### config.mk
export PLATFORM = sky130hd
export DESIGN_NAME = lsu
export DESIGN_NICKNAME = d
export VERILOG_FILES = /design/src/bus_pkg.sv /design/src/mem_pkg.sv /design/src/lsu.sv
export SDC_FILE = /design/constraint.sdc
export NUM_CORES = 1
export LEC_CHECK = 0
export BUFFER_PORTS_ARGS = -buffer_cell sky130_fd_sc_hd__buf_2
export CORE_MARGIN = 10
export CORE_UTILIZATION = 50
export DETAILED_ROUTE_END_ITERATION = 10
export PLACE_DENSITY = 0.9
export RECOVER_POWER = 50
export SYNTH_ARGS = -nofsm -noshare
export SYNTH_HDL_FRONTEND = slang
export SYNTH_SLANG_ARGS = --single-unit
### constraint.sdc
create_clock -name clk -period 4.4 [get_ports clk]
set_input_delay 0.88 -clock clk [delete_from_list [all_inputs] [get_ports clk]]
set_output_delay 0.88 -clock clk [all_outputs]
set_load 0.05 [all_outputs]
### src/bus_pkg.sv
`default_nettype none

package bus_pkg;

    // ########################################
    // single-beat AXI-lite style bus
    // ########################################

    typedef logic [31:0] addr_t;
    typedef logic [31:0] data_t;
    typedef logic [3:0]  strb_t;
    typedef logic [2:0]  size_t;
    typedef logic [1:0]  resp_t;

    // transfer size is log2 of the byte count
    localparam size_t SIZE_BYTE = 3'd0;
    localparam size_t SIZE_HALF = 3'd1;
    localparam size_t SIZE_WORD = 3'd2;

    localparam resp_t RESP_OKAY   = 2'd0;
    localparam resp_t RESP_SLVERR = 2'd2;

endpackage

`default_nettype wire

### src/mem_pkg.sv
`default_nettype none

package mem_pkg;

    // on-chip SRAM window, everything else answers with an error
    localparam bus_pkg::addr_t MEM_BASE = 32'h8000_0000;
    localparam int MEM_WORDS = 256;

    // load/store operations seen by the LSU
    typedef enum logic [2:0] {
        LB,
        LH,
        LW,
        LBU,
        LHU,
        SB,
        SH,
        SW
    } mem_op_t;

endpackage

`default_nettype wire

### src/lsu.sv
`timescale 1ns/10ps
`default_nettype none

module lsu (
    input  logic             clk,
    input  logic             rst,
    input  logic             req_valid,
    output logic             req_ready,
    input  mem_pkg::mem_op_t req_op,
    input  bus_pkg::addr_t   req_addr,
    input  bus_pkg::data_t   req_wdata,
    output logic             rsp_valid,
    input  logic             rsp_ready,
    output bus_pkg::data_t   rsp_rdata,
    output logic             rsp_fault,
    output logic             arvalid,
    input  logic             arready,
    output bus_pkg::addr_t   araddr,
    output bus_pkg::size_t   arsize,
    input  logic             rvalid,
    output logic             rready,
    input  bus_pkg::data_t   rdata,
    input  bus_pkg::resp_t   rresp,
    output logic             awvalid,
    input  logic             awready,
    output bus_pkg::addr_t   awaddr,
    output bus_pkg::size_t   awsize,
    output logic             wvalid,
    input  logic             wready,
    output bus_pkg::data_t   wdata,
    output bus_pkg::strb_t   wstrb,
    input  logic             bvalid,
    output logic             bready,
    input  bus_pkg::resp_t   bresp
);
    typedef enum logic [1:0] {IDLE, ADDR, RESP, DONE} state_t;

    state_t           state;
    state_t           next_state;
    mem_pkg::mem_op_t op_q;
    bus_pkg::addr_t   addr_q;
    bus_pkg::size_t   size_q;
    logic             store_q;
    logic             accept;
    logic             req_store;
    logic             req_misalign;
    logic [1:0]       req_off;
    bus_pkg::size_t   req_size;
    bus_pkg::strb_t   strb_base;
    bus_pkg::data_t   lane;
    bus_pkg::data_t   load_data;

    // ########################################
    // request decode
    // ########################################

    assign accept    = req_valid && req_ready;
    assign req_off   = req_addr[1:0];
    assign req_store = (req_op == mem_pkg::SB) || (req_op == mem_pkg::SH) ||
                       (req_op == mem_pkg::SW);

    always_comb begin
        case (req_op)
            mem_pkg::LB, mem_pkg::LBU, mem_pkg::SB: begin
                req_size  = bus_pkg::SIZE_BYTE;
                strb_base = 4'b0001;
            end
            mem_pkg::LH, mem_pkg::LHU, mem_pkg::SH: begin
                req_size  = bus_pkg::SIZE_HALF;
                strb_base = 4'b0011;
            end
            default: begin
                req_size  = bus_pkg::SIZE_WORD;
                strb_base = 4'b1111;
            end
        endcase
    end

    assign req_misalign = ((req_size == bus_pkg::SIZE_HALF) && req_off[0]) ||
                          ((req_size == bus_pkg::SIZE_WORD) && (req_off != 2'b00));

    // ########################################
    // control
    // ########################################

    always_comb begin
        next_state = state;
        case (state)
            IDLE: begin
                if (accept) begin
                    next_state = req_misalign ? DONE : ADDR;
                end
            end
            ADDR: begin
                if (store_q ? ((!awvalid || awready) && (!wvalid || wready)) : arready) begin
                    next_state = RESP;
                end
            end
            RESP: begin
                if ((rvalid && rready) || (bvalid && bready)) begin
                    next_state = DONE;
                end
            end
            default: begin
                if (rsp_ready) begin
                    next_state = IDLE;
                end
            end
        endcase
    end

    // address and data stay up independently until each is taken
    always_ff @(posedge clk or posedge rst) begin
        if (rst) begin
            state     <= IDLE;
            req_ready <= 1'b0;
            awvalid   <= 1'b0;
            wvalid    <= 1'b0;
        end else begin
            state     <= next_state;
            req_ready <= (next_state == IDLE);
            if (accept) begin
                awvalid <= req_store && !req_misalign;
                wvalid  <= req_store && !req_misalign;
            end else begin
                if (awready) begin
                    awvalid <= 1'b0;
                end
                if (wready) begin
                    wvalid <= 1'b0;
                end
            end
        end
    end

    assign arvalid   = (state == ADDR) && !store_q;
    assign rready    = (state == RESP) && !store_q;
    assign bready    = (state == RESP) && store_q;
    assign rsp_valid = (state == DONE);
    assign araddr    = addr_q;
    assign awaddr    = addr_q;
    assign arsize    = size_q;
    assign awsize    = size_q;

    // ########################################
    // payload
    // ########################################

    always_comb begin
        lane = rdata >> {addr_q[1:0], 3'b000};
        case (op_q)
            mem_pkg::LB:  load_data = {{24{lane[7]}}, lane[7:0]};
            mem_pkg::LBU: load_data = {24'b0, lane[7:0]};
            mem_pkg::LH:  load_data = {{16{lane[15]}}, lane[15:0]};
            mem_pkg::LHU: load_data = {16'b0, lane[15:0]};
            default:      load_data = lane;
        endcase
    end

    always_ff @(posedge clk) begin
        if (accept) begin
            op_q      <= req_op;
            addr_q    <= req_addr;
            size_q    <= req_size;
            store_q   <= req_store;
            wdata     <= req_wdata << {req_off, 3'b000};
            wstrb     <= strb_base << req_off;
            rsp_rdata <= '0;
            rsp_fault <= req_misalign;
        end
        if (rvalid && rready) begin
            rsp_rdata <= load_data;
            rsp_fault <= (rresp != bus_pkg::RESP_OKAY);
        end
        if (bvalid && bready) begin
            rsp_fault <= (bresp != bus_pkg::RESP_OKAY);
        end
    end

endmodule

`default_nettype wire

## After elaboration in Yosys (flattened, before gate mapping)

Cells that the tools add are included.

| cells by class | value |
|---|---|
| equality and inequality tests | 14 |
| shifts and indexed selects | 3 |
| multiplexer cells | 19 |
| reduce and logical (&&, ||, !) cells | 33 |

Operators with widths:

| cell | count |
|---|---|
| $pmux W32 S4 | 1 |
| $mux W32 | 2 |
| $shl A32 B5 Y32 | 1 |
| $shr A32 B5 Y32 | 1 |
| $eq A3 B3 Y1 const B | 5 |
| $reduce_bool A2 Y1 | 6 |
| $logic_and A1 B1 Y1 | 10 |
| $mux W2 | 5 |
| $eq A3 B1 Y1 const B | 3 |
| $eq A3 B2 Y1 const B | 3 |
| $mux W1 | 8 |
| $pmux W4 S2 | 1 |
| $logic_not A3 Y1 | 2 |
| $logic_or A1 B1 Y1 | 6 |
| $pmux W2 S3 | 1 |
| $reduce_or A3 Y1 | 2 |
| $eq A2 B2 Y1 const B | 2 |
| $logic_not A1 Y1 | 4 |
| $logic_not A2 Y1 | 2 |
| $pmux W2 S2 | 1 |
| $shl A4 B2 Y4 | 1 |
| $reduce_bool A3 Y1 | 1 |
| $eq A2 B1 Y1 const B | 1 |

| storage, ports and cells | value |
|---|---|
| register bits after elaboration | 113 |
| bits of input ports | 112 |
| output and inout bits | 146 |

## Depth between registers and ports, before layout

Gate-level depths: netlist of the first run.

| depth | value |
|---|---|
| word-level depth | 10 |
| gate-level depth with buffers | 6 |
| depth with buffers taken out | 4 |

## Least setup slack after synthesis of the first run

No wires, ideal clock.

| path | value |
|---|---|
| kind | input to register |
| start point | input req_valid |
| end point | register req_ready |
| arrival | 2.775 ns |
| path slack | 1.413 ns |
| stages | 3 |
| cells stage by stage | nand2_1 > inv_1 > o21ai_0 |

| between the ends | value |
|---|---|
| longest elaborated chain between the ends | 4 |

Ends and longest elaborated chain:

| item | line | text |
|---|---|---|
| start, declared | lsu.sv:7 | `input logic req_valid,` |
| $logic_and A1 B1 Y1 | lsu.sv:57 | `assign accept = req_valid && req_ready;` |
| net accept | lsu.sv:44 | `logic accept;` |
| $mux W2 | lsu.sv:90 | `if (accept) begin` |
| $pmux W2 S3 | lsu.sv:88 | `case (state)` |
| $logic_not A2 Y1 | lsu.sv:121 | `req_ready <= (next_state == IDLE);` |
| end signal, assigned | lsu.sv:121 |  |
| end, declared | lsu.sv:8 | `output logic req_ready,` |

The timed path passes the listed nets, and every way through them passes these cells.
A chain may end at the register's enable or synchronous reset.

## Final worst setup path of the first run

| path | value |
|---|---|
| start point | input rvalid |
| end point | register rsp_rdata[17] (enable) |

| between the ends | value |
|---|---|
| longest elaborated chain between the ends | 2 |

Ends and longest elaborated chain:

| item | line | text |
|---|---|---|
| start, declared | lsu.sv:20 | `input logic rvalid,` |
| $logic_and A1 B1 Y1 | lsu.sv:171 | `if (rvalid && rready) begin` |
| $reduce_bool A2 Y1 (no line) | n/a |  |
| end signal, assigned | lsu.sv:172 | `rsp_rdata <= load_data;` |
| end, declared | lsu.sv:14 | `output bus_pkg::data_t rsp_rdata,` |

Every way passes these cells.

==> summary.md, run 1 <==
| Metric | Value |
|---|---|
| Relative slew slack | `-33.7%` |
| Critical path peak fanout | `35` |
| Fmax | `around 330 MHz` |
| Final Slew Violations | `118` |
| Wirelength per Cell | `19.9 um` |
| Endpoint type of the worst setup path | `register` |
| Ys Warns | `0` |
| Cts hold-fix bufs | `0` |
| Root Driver | `clkbuf_8` |
| Initial antenna violation count | `2` |
| Vias per cell | `5.26` |
| CTS tree | `yes` |
| Synth Area in XOR/XNOR | `0.655%` |
| Slowest cell on the critical path | `clkbuf_1` |
| Failing checks | `max-capacitance violations, max-slew violations` |
| Detailed Place HPWL | `approximately 12000 um` |
| GRT Total Usage | `about a fifth` |
| Highest-count cells in the layout ignoring fill and taps | `buf_2 (138), clkbuf_1 (118), edfxtp_1 (107)` |
| Final setup fails | `0` |
| Top cells by area, synth | `edfxtp_1 (60%), buf_4 (5.2%), mux2i_1 (4.9%)` |
| Quantity of gates resized following cts | `0` |
| Antenna cell count | `0` |
| Nets | `around 740` |
| M1 GR Usage | `20.9%` |
| Initial Util | `51.6%` |
| H-Tree Level Count | `3` |
| DR iter-0 viols | `389` |
| CTS Buf Count | `9` |
| Crit path required time | `4480 ps` |
| Chip Width | `roughly 120 um` |
| Leak | `roughly 2.5 nW` |
| First-pass GRT wire length | `22700 um` |
| Critical path cell sequence | `buf_2 -> nor2b_1 -> nand2_1 -> clkbuf_1 -> nand2_1 -> buf_4` |
| Met2 Usage GRT | `31.8%` |
| P per Cell Area | `547 nW/um^2` |
| CP max stage delay | `1430 ps` |
| Area grow syn2layout | `21.7%` |
| Clk_lat worst skew | `370 ps` |
| DRC | `0` |
| Status | `complete, but fails checks` |
| Setup TNS | `0 ps` |
| Tcrit/Tclk final | `68.1%` |
| Yosys top cell area share | `around three fifths` |
| Die area | `around 15000 um^2` |
| Simple-gate portion of the synthesized area | `10.1%` |
| Mapped Avg Cell Area | `12.9 um^2` |
| Clock skew | `15.1 ps` |
| Unrepaired setup endpoints after global routing | `false` |
| Synthesized-area fraction occupied by adder cells | `0%` |
| Multiplexer area fraction after synthesis | `7.32%` |
| Row count | `37` |
| Vias in the first global route | `between 4000 and 5000` |
| Worst vdd rail ir drop | `0.301 mV` |
| Congestion Overflow GR | `0` |
| Proportion of layout cells with a drive suffix above 1 | `between 30 and 40%` |
| Max-cap viol count | `3` |
| WL final | `15300 um` |
| Layout Utilization | `around 63%` |
| PortBufs | `255` |
| GR Layer Usage met3 | `8.98%` |
| Hold Fails Final Rpt | `0` |
| Setup Fix Bufs, Post-CTS | `0` |
| Vias | `about 4100` |
| Die H | `123 um` |
| Netlist cell types | `41` |
| Setup CP Type | `primary input to register` |
| Core area | `10400 um^2` |
| CP dominant cell by count | `nand2_1` |
| Largest net degree at the start of global routing | `74` |
| Sink Count | `roughly 110` |
| Routability Congestion | `0.887` |
| Least-Margin Pin Slew | `2010 ps` |
| Mapped Cells | `415` |
| CP startpoint kind | `primary input` |
| Critical path arrival | `between 3000 and 4000 ps` |
| FF+latch count, synth | `roughly 110` |
| Most common cell after layout, fill and taps aside | `buf_2` |
| Class of the worst hold path | `primary input to asynchronous set/reset pin` |
| Post-Syn Area | `~5400 um^2` |
| Sequential share of the synthesized area | `62.4%` |
| Main combinational cell family by area after synthesis | `compound AO/OA/AOI/OAI gates` |
| Area leader, netlist | `edfxtp_1` |
| Final ANT Viol Nets | `0` |
| Clk slew on worst S/H paths | `100 ps` |
| Most used routing layer | `met2` |
| Min cycle time layout | `about 3000 ps` |
| Boundary pin count | `258` |
| # fillers | `885` |
| Post-synthesis compound-gate area fraction | `a little under an eighth` |
| CTS Buffer Depth | `2` |
| First-pass iteration count of the detailed router | `6` |
[cells in the mapped netlist (all sizes together)]
cell type  instances
a2111oi            1
a211oi            25
a21boi             1
a21oi             37
a311oi             1
and2              17
buf               49
clkbuf             8
conb               1
dfrtp              5
edfxtp           107
inv                5
mux2              11
mux2i             26
nand2             33
nand2b             5
nand3              2
nor2              19
nor2b             21
nor3               1
nor3b              2
o211a              1
o211ai             2
o21a               1
o21ai             20
o22ai              1
o31a               1
o31ai              2
or2                2
or3                3
or4                1
xnor2              2
xor2               2
[logic make-up (layout without fill, tap and decap cells)]
| group | Yosys count | in the layout |
|---|---|---|
| mux | 37 | 37 |
| flops | 112 | 112 |
| buf+inv | 62 | 281 |
| simple gates | 106 | 106 |
| other cells | 1 | 2 |
| compound gates | 93 | 93 |
| xor+xnor | 4 | 4 |
[critical path: cells and delay by family]
| kind | cells | cell delay (ps) |
|---|---|---|
| AND/OR/NAND/NOR | 3 | 330 |
| buffers and inverters | 3 | 1850 |
[power by group]
group | switching [mW] | internal, mW
combinational | 1.16 | 0.256
clock | 0.364 | 0.277
sequential | 0.0901 | 1.42
total | 1.61 | 1.95
[cell type report]
cell class	instances	area, um^2	share of cell area (%)
clock buffer	9	124	1.90
multi-input combinational	242	1610	24.7
inverter	5	18.8	0.288
clock inverter	7	88.8	1.36
sequential	112	3340	51.2
tap	136	170	2.61
timing repair buffer	260	1160	17.9
[metal layers]
layer  vias to the layer above  routed length [um]
met4                         4                 267
met1                      1896                5220
li1                       1916                   -
met2                       214                7750
met3                        28                2050
met5                         -                  32
[worst paths after layout]
path,start,to,slack (ps),depth (start not counted)
setup / recovery,rvalid,rsp_rdata[17],1410,6
hold / removal,rst,req_ready,400,2
setup reg to reg,state[1],rsp_rdata[17],1490,5
hold reg to reg,state[1],state[0],670,1
max in group asynchronous,rst,state[1],3810,2
min in group clk,state[1],state[0],670,1
[per-stage QoR]
stage | cell area, um^2 | total power, mW | instances | worst slack (ps) | hold WS [ps]
2_1_floorplan | 5360 | 2.68 | 416 | 1410 | 563
6_report | 6520 | 3.57 | 771 | 1410 | 404
3_3_place_gp | 6450 | 2.97 | 755 | 1980 | 600
3_5_place_dp | 6450 | 3.00 | 755 | 1870 | 637
4_1_cts | 6670 | 3.63 | 771 | 1900 | 387
5_1_grt | 6520 | 3.71 | 771 | 1200 | 399
[sequential cells by signal, indices dropped and copies added, names as in the netlist]
name       flops
araddr        32
arsize         2
awvalid        1
op_q           3
req_ready      1
rsp_fault      1
rsp_rdata     32
state          2
store_q        1
wdata         32
wstrb          4
wvalid         1
Power figures use the tool's default switching activity.
==> run 2, diff against run 1 <==
--- a/config.mk
+++ b/config.mk
@@ -7,9 +7,9 @@
 export LEC_CHECK = 0
 export BUFFER_PORTS_ARGS = -buffer_cell sky130_fd_sc_hd__buf_2
 export CORE_MARGIN = 10
-export CORE_UTILIZATION = 50
+export CORE_UTILIZATION = 47
 export DETAILED_ROUTE_END_ITERATION = 10
-export PLACE_DENSITY = 0.9
+export PLACE_DENSITY = 0.85
 export RECOVER_POWER = 50
 export SYNTH_ARGS = -nofsm -noshare
 export SYNTH_HDL_FRONTEND = slang
==> constraint.sdc (replaced) <==
create_clock -name clk -period 2.95 [get_ports clk]
set_input_delay 0.59 -clock clk [delete_from_list [all_inputs] [get_ports clk]]
set_output_delay 0.59 -clock clk [all_outputs]
set_load 0.05 [all_outputs]
==> run 2 against run 1 <==
- the run now ends clean
- global-route usage down 0.55 points
- combinational power up 50%
- cell area up 1.9%
- clock power up 91%
- critical path depth down 1
- non-clock buffer count unchanged
- critical endpoint is now rsp_rdata[20]
==> summary.md, run 2 (same netlist as run 1, synthesis figures left out) <==
| Metric | Value |
|---|---|
| Status | `complete, no violations` |
| Row count | `38 (+2.7%)` |
| Die H | `127 um (+2.6%)` |
| Nets | `742 (unchanged)` |
| Fmax | `454 MHz` |
| Clock skew | `12.3 ps (-2.73 ps)` |
| Chip Width | `127 um (+2.6%)` |
| Least-Margin Pin Slew | `907 ps (-1100 ps)` |
| CTS Buffer Depth | `2 (unchanged)` |
| Cts hold-fix bufs | `0 (unchanged)` |
| DR iter-0 viols | `352 (-9.5%)` |
| Highest-count cells in the layout ignoring fill and taps | `buf_2 (141), clkbuf_1 (114), edfxtp_1 (107)` |
| First-pass GRT wire length | `23700 um (+4.8%)` |
| Setup Fix Bufs, Post-CTS | `0 (unchanged)` |
| Wirelength per Cell | `20.1 um (+1.3%)` |
| WL final | `15600 um (+1.9%)` |
| Relative slew slack | `39.3% (+73 points)` |
| Min cycle time layout | `2200 ps` |
| Final Slew Violations | `0 (-100%)` |
| PortBufs | `255 (unchanged)` |
| Initial Util | `48.7% (-2.9 points)` |
| Final setup fails | `0 (unchanged)` |
| Core area | `11000 um^2 (+5.9%)` |
| Hold Fails Final Rpt | `0 (unchanged)` |
| Setup TNS | `0 ps (unchanged)` |
| Root Driver | `clkbuf_16` |
| Congestion Overflow GR | `0 (unchanged)` |
| CTS tree | `yes` |
| Final ANT Viol Nets | `0 (unchanged)` |
| Vias in the first global route | `4342 (+4.0%)` |
| First-pass iteration count of the detailed router | `4 (-2)` |
| Unrepaired setup endpoints after global routing | `false` |
| Class of the worst hold path | `primary input to asynchronous set/reset pin` |
| RR Endpoint | `rsp_rdata[20]` |
| Routability Congestion | `0.880 (-0.76%)` |
| Boundary pin count | `258 (unchanged)` |
| Clk slew on worst S/H paths | `80 ps (-20 ps)` |
| Leak | `2.53 nW (+2.3%)` |
| CP startpoint kind | `register` |
| DRC | `0 (unchanged)` |
| R2R Setup Slk | `750 ps (-740 ps)` |
| Worst vdd rail ir drop | `0.488 mV (+62%)` |
| Crit path required time | `3140 ps (-1340 ps)` |
| Hold WS | `131 ps (-273 ps)` |
| Endpoint type of the worst setup path | `register` |
| Quantity of gates resized following cts | `0 (unchanged)` |
| R2R Path Start | `araddr[1]` |
| Sink Count | `112 (unchanged)` |
| GRT Total Usage | `18.5% (-0.55 points)` |
| Max-cap viol count | `0 (-3)` |
| Power, Total | `5.60 mW (+57%)` |
| Largest net degree at the start of global routing | `59 (-20%)` |
| Most common cell after layout, fill and taps aside | `buf_2` |
| CTS Buf Count | `9 (unchanged)` |
| R2R depth | `5 (unchanged)` |
| Clk_lat worst skew | `360 ps (about the same)` |
| Initial antenna violation count | `1 (-1)` |
| Critical path peak fanout | `25 (-29%)` |
| Tcrit/Tclk final | `74.6%` |
| Antenna cell count | `0 (unchanged)` |
| Die area | `16100 um^2 (+5.3%)` |
| P per Cell Area | `844 nW/um^2 (+54%)` |
| H-Tree Level Count | `3 (unchanged)` |
| Detailed Place HPWL | `12400 um (+2.8%)` |
| Area grow syn2layout | `24.0%` |
| Critical path arrival | `2390 ps (-690 ps)` |
| Critical path origin | `araddr[1]` |
| Vias | `4055 (-0.074%)` |
| Setup CP Type | `register to register` |
| Vias per cell | `5.23 (-0.59%)` |
| Proportion of layout cells with a drive suffix above 1 | `30.9% (+0.63 points)` |
run 2: how the worst max path moves through the flow:
stage                          to  depth (start not counted)
floorplan               req_ready                          3
global placement    rsp_rdata[20]                          4
detailed placement  rsp_rdata[20]                          4
CTS                 rsp_rdata[20]                          5
global route        rsp_rdata[20]                          5
finish              rsp_rdata[20]                          5
run 2: final cells by class:
type	count	area, um^2
clock inverter	7	86.3
inverter	5	18.8
clock buffer	9	225
fill	927	4340
multi-input combinational	242	1610
timing repair buffer	260	1180
tap	140	175
sequential	112	3340
run 2: routing by layer:
metal / share of wire, % / wire, um / vias up / track usage [%]
li1: - / - / 1915 / -
met3: 10 / 1580 / 20 / 7.21
met2: 52 / 8140 / 180 / 32.5
met4: 1.8 / 278 / 0 / 6.03
met1: 36 / 5610 / 1940 / 19.9
met5: 0 / 0 / - / 0
run 2: where the power goes:
part	leakage, nW	total (mW)	switching [mW]	internal (mW)
sequential	1.06	2.25	0.134	2.12
combinational	1.31	2.13	1.74	0.386
clock	0.151	1.22	0.615	0.609
total	2.53	5.60	2.49	3.11
run 2: worst max-delay path, cell delays in order, from the launching register on:
cell	delay, ps
edfxtp_1	510
buf_4	290
nand2b_1	210
a311oi_2	310
o211ai_2	430
a21oi_1	290
run 2: per-stage QoR:
step / area [um^2] / cells / utilization [%] / setup slack (ps)
2_1_floorplan: 5360 / 416 / - / 113
3_3_place_gp: 6470 / 759 / 58.9 / 812
3_5_place_dp: 6470 / 759 / 58.9 / 739
4_1_cts: 6780 / 775 / 61.7 / 746
5_1_grt: 6640 / 775 / 60.4 / 652
6_report: 6640 / 775 / 60.4 / 748
==> run 3, diff against run 2 <==
--- a/config.mk
+++ b/config.mk
@@ -7,9 +7,9 @@
 export LEC_CHECK = 0
 export BUFFER_PORTS_ARGS = -buffer_cell sky130_fd_sc_hd__buf_2
 export CORE_MARGIN = 10
-export CORE_UTILIZATION = 47
+export CORE_UTILIZATION = 42
 export DETAILED_ROUTE_END_ITERATION = 10
-export PLACE_DENSITY = 0.85
+export PLACE_DENSITY = 0.81
 export RECOVER_POWER = 50
 export SYNTH_ARGS = -nofsm -noshare
 export SYNTH_HDL_FRONTEND = slang
==> constraint.sdc (replaced) <==
create_clock -name clk -period 1.9 [get_ports clk]
set_input_delay 0.38 -clock clk [delete_from_list [all_inputs] [get_ports clk]]
set_output_delay 0.38 -clock clk [all_outputs]
set_load 0.05 [all_outputs]
==> run 3 against run 2 <==
- wire length down 0.34%
- combinational power grew 61%
- global-route usage decreased by 1.3 points
- clock power is 65% higher
- critical path depth did not move
- cell area up 3.7%
- largest cell class unchanged
==> summary.md, run 3 (same netlist as run 1, synthesis figures left out) <==
| Metric | Value |
|---|---|
| Status | `complete, no violations` |
| P_int | `5.06 mW (+63%)` |
| Vias | `4094 (+0.96%)` |
| Critical path peak fanout | `7 (-72%)` |
| Sink Count | `112 (unchanged)` |
| WL final | `15600 um (-0.34%)` |
| Crit path buf inv count | `1 (unchanged)` |
| Critical path cell sequence | `mux2_4 -> or3_4 -> o211ai_4 -> buf_4 -> a21oi_2` |
| Cells after DPL | `802 (+5.7%)` |
| # fillers | `1091 (+18%)` |
| Die H | `133 um (+4.9%)` |
| Class of the worst hold path | `primary input to register` |
| CP startpoint kind | `register` |
| P per Cell Area | `1300 nW/um^2 (+54%)` |
| Antenna cell count | `0 (unchanged)` |
| Clock power share | `22.5% (+0.7 points)` |
| Setup ws final | `87.8 ps (-660 ps)` |
| Proportion of layout cells with a drive suffix above 1 | `37.1% (+6.3 points)` |
| Row count | `41 (+7.9%)` |
| Final Non-Filler Cells | `821 (+5.9%)` |
| CP max stage delay | `490 ps (-20 ps)` |
| Nets | `756 (+1.9%)` |
| Die area | `17700 um^2 (+10%)` |
| Final ANT Viol Nets | `0 (unchanged)` |
| Final setup fails | `0 (unchanged)` |
| PortBufs | `255 (unchanged)` |
| Initial Util | `42.6% (-6.1 points)` |
| Chip Width | `133 um (+4.9%)` |
| Crit path required time | `2010 ps (-1130 ps)` |
| Initial antenna violation count | `0 (-1)` |
| First-pass GRT wire length | `24000 um (+1.1%)` |
| Endpoint type of the worst setup path | `register` |
| Detailed Place HPWL | `12400 um (+0.13%)` |
| Final Slew Violations | `0 (unchanged)` |
| CTS Buffer Depth | `2 (unchanged)` |
| Power, Total | `8.94 mW (+60%)` |
| Fmax | `552 MHz (+22%)` |
| Relative slew slack | `51.8% (+12 points)` |
| Slowest cell on the critical path | `edfxtp_1` |
| Area grow syn2layout | `28.6%` |
| DRC | `0 (unchanged)` |
| Boundary pin count | `258 (unchanged)` |
| Layout Utilization | `54.8% (-5.7 points)` |
| Core area | `12600 um^2 (+14%)` |
| Clk slew on worst S/H paths | `80 ps (about the same)` |
| Clock skew | `9.37 ps (-2.96 ps)` |
| CTS tree | `yes` |
| Unrepaired setup endpoints after global routing | `false` |
| Net Sw Frac | `43.4% (-1.0 points)` |
| Vias per cell | `4.99 (-4.7%)` |
| Sequential power share | `39.2% (-1.0 points)` |
| Highest-count cells in the layout ignoring fill and taps | `buf_2 (168), edfxtp_1 (107), clkbuf_1 (89)` |
| DP Worst Slack | `31.6 ps (-707 ps)` |
| Most common cell after layout, fill and taps aside | `buf_2` |
| Comb pwr share | `38.3% (+0.3 points)` |
| Clk_lat worst skew | `360 ps (about the same)` |
| Worst vdd rail ir drop | `0.682 mV (+40%)` |
| Sw power | `3.88 mW (+56%)` |
| Root Driver | `clkbuf_16` |
| Largest net degree at the start of global routing | `36 (-39%)` |
| Min cycle time layout | `1810 ps (-390 ps)` |
| Wirelength per Cell | `18.9 um (-5.9%)` |
| CTS Buf Count | `9 (unchanged)` |
| Hold Fails Final Rpt | `0 (unchanged)` |
| Least-Margin Pin Slew | `721 ps (-187 ps)` |
| Leak | `2.68 nW (+5.9%)` |
| Vias in the first global route | `4350 (+0.18%)` |
| Congestion Overflow GR | `0 (unchanged)` |
| First-pass iteration count of the detailed router | `4 (unchanged)` |
| DR iter-0 viols | `251 (-29%)` |
| Crit path max-delay family | `flip-flops` |
| Routability Congestion | `0.884 (+0.39%)` |
| GRT Total Usage | `17.2% (-1.3 points)` |
| H-Tree Level Count | `3 (unchanged)` |
| Setup CP Type | `register to register` |
| Setup TNS | `0 ps (unchanged)` |
| Tcrit/Tclk final | `95.4% (+21 points)` |
| Critical path arrival | `1920 ps (-470 ps)` |
| Max-cap viol count | `0 (unchanged)` |
==> run 3: through the flow <==
stage               hold slack [ps]  cell area (um^2)
finish                          193              6880
global route                    176              6880
CTS                             178              6990
detailed placement              286              6660
global placement                277              6660
floorplan                       158              5390
==> run 3: path summary, 6_finish.rpt <==
check	startpoint	endpoint	slack, ps	depth (start not counted)
worst min-delay path	req_addr[28]	araddr[28]	190	1
min in group asynchronous	rst	awvalid	480	3
max in group asynchronous	rst	req_ready	1230	3
worst max register to register	araddr[1]	rsp_rdata[26]	90	5
worst max-delay path	araddr[1]	rsp_rdata[26]	90	5
worst min register to register	req_ready	awvalid	640	3
==> run 3: layout make-up <==
cell class	count	area (um^2)	share of cell area (%)
flip-flops and latches	112	3340	48.5
multi-input cells	242	1640	23.9
repair buffers	274	1340	19.5
clock buffers	9	225	3.27
well taps	172	215	3.13
clock inverters	7	97.6	1.42
inverters	5	20.0	0.291
==> run 3: what timing repair did <==
action                                  CTS  global route
gates resized for setup                   0             2
setup buffers                             0             2
endpoints found under the setup margin    0            12
endpoints found under the hold margin     5             0
hold buffers                              1             0
==> run 3: power by group through the flow <==
stage | clock [mW] | combinational, mW | sequential [mW]
after floorplan | 0 | 1.34 | 4.89
after global placement | 0 | 3.50 | 3.52
after detailed placement | 0 | 3.53 | 3.55
after CTS | 2.07 | 3.54 | 3.50
after global routing | 2.16 | 3.60 | 3.55
final | 2.01 | 3.42 | 3.51
==> run 3: per-layer routing <==
layer  wire [um]  GRT usage, %
met1        5830          19.1
met5           0             0
met3        1520          7.53
met4         344          6.05
met2        7870          28.7
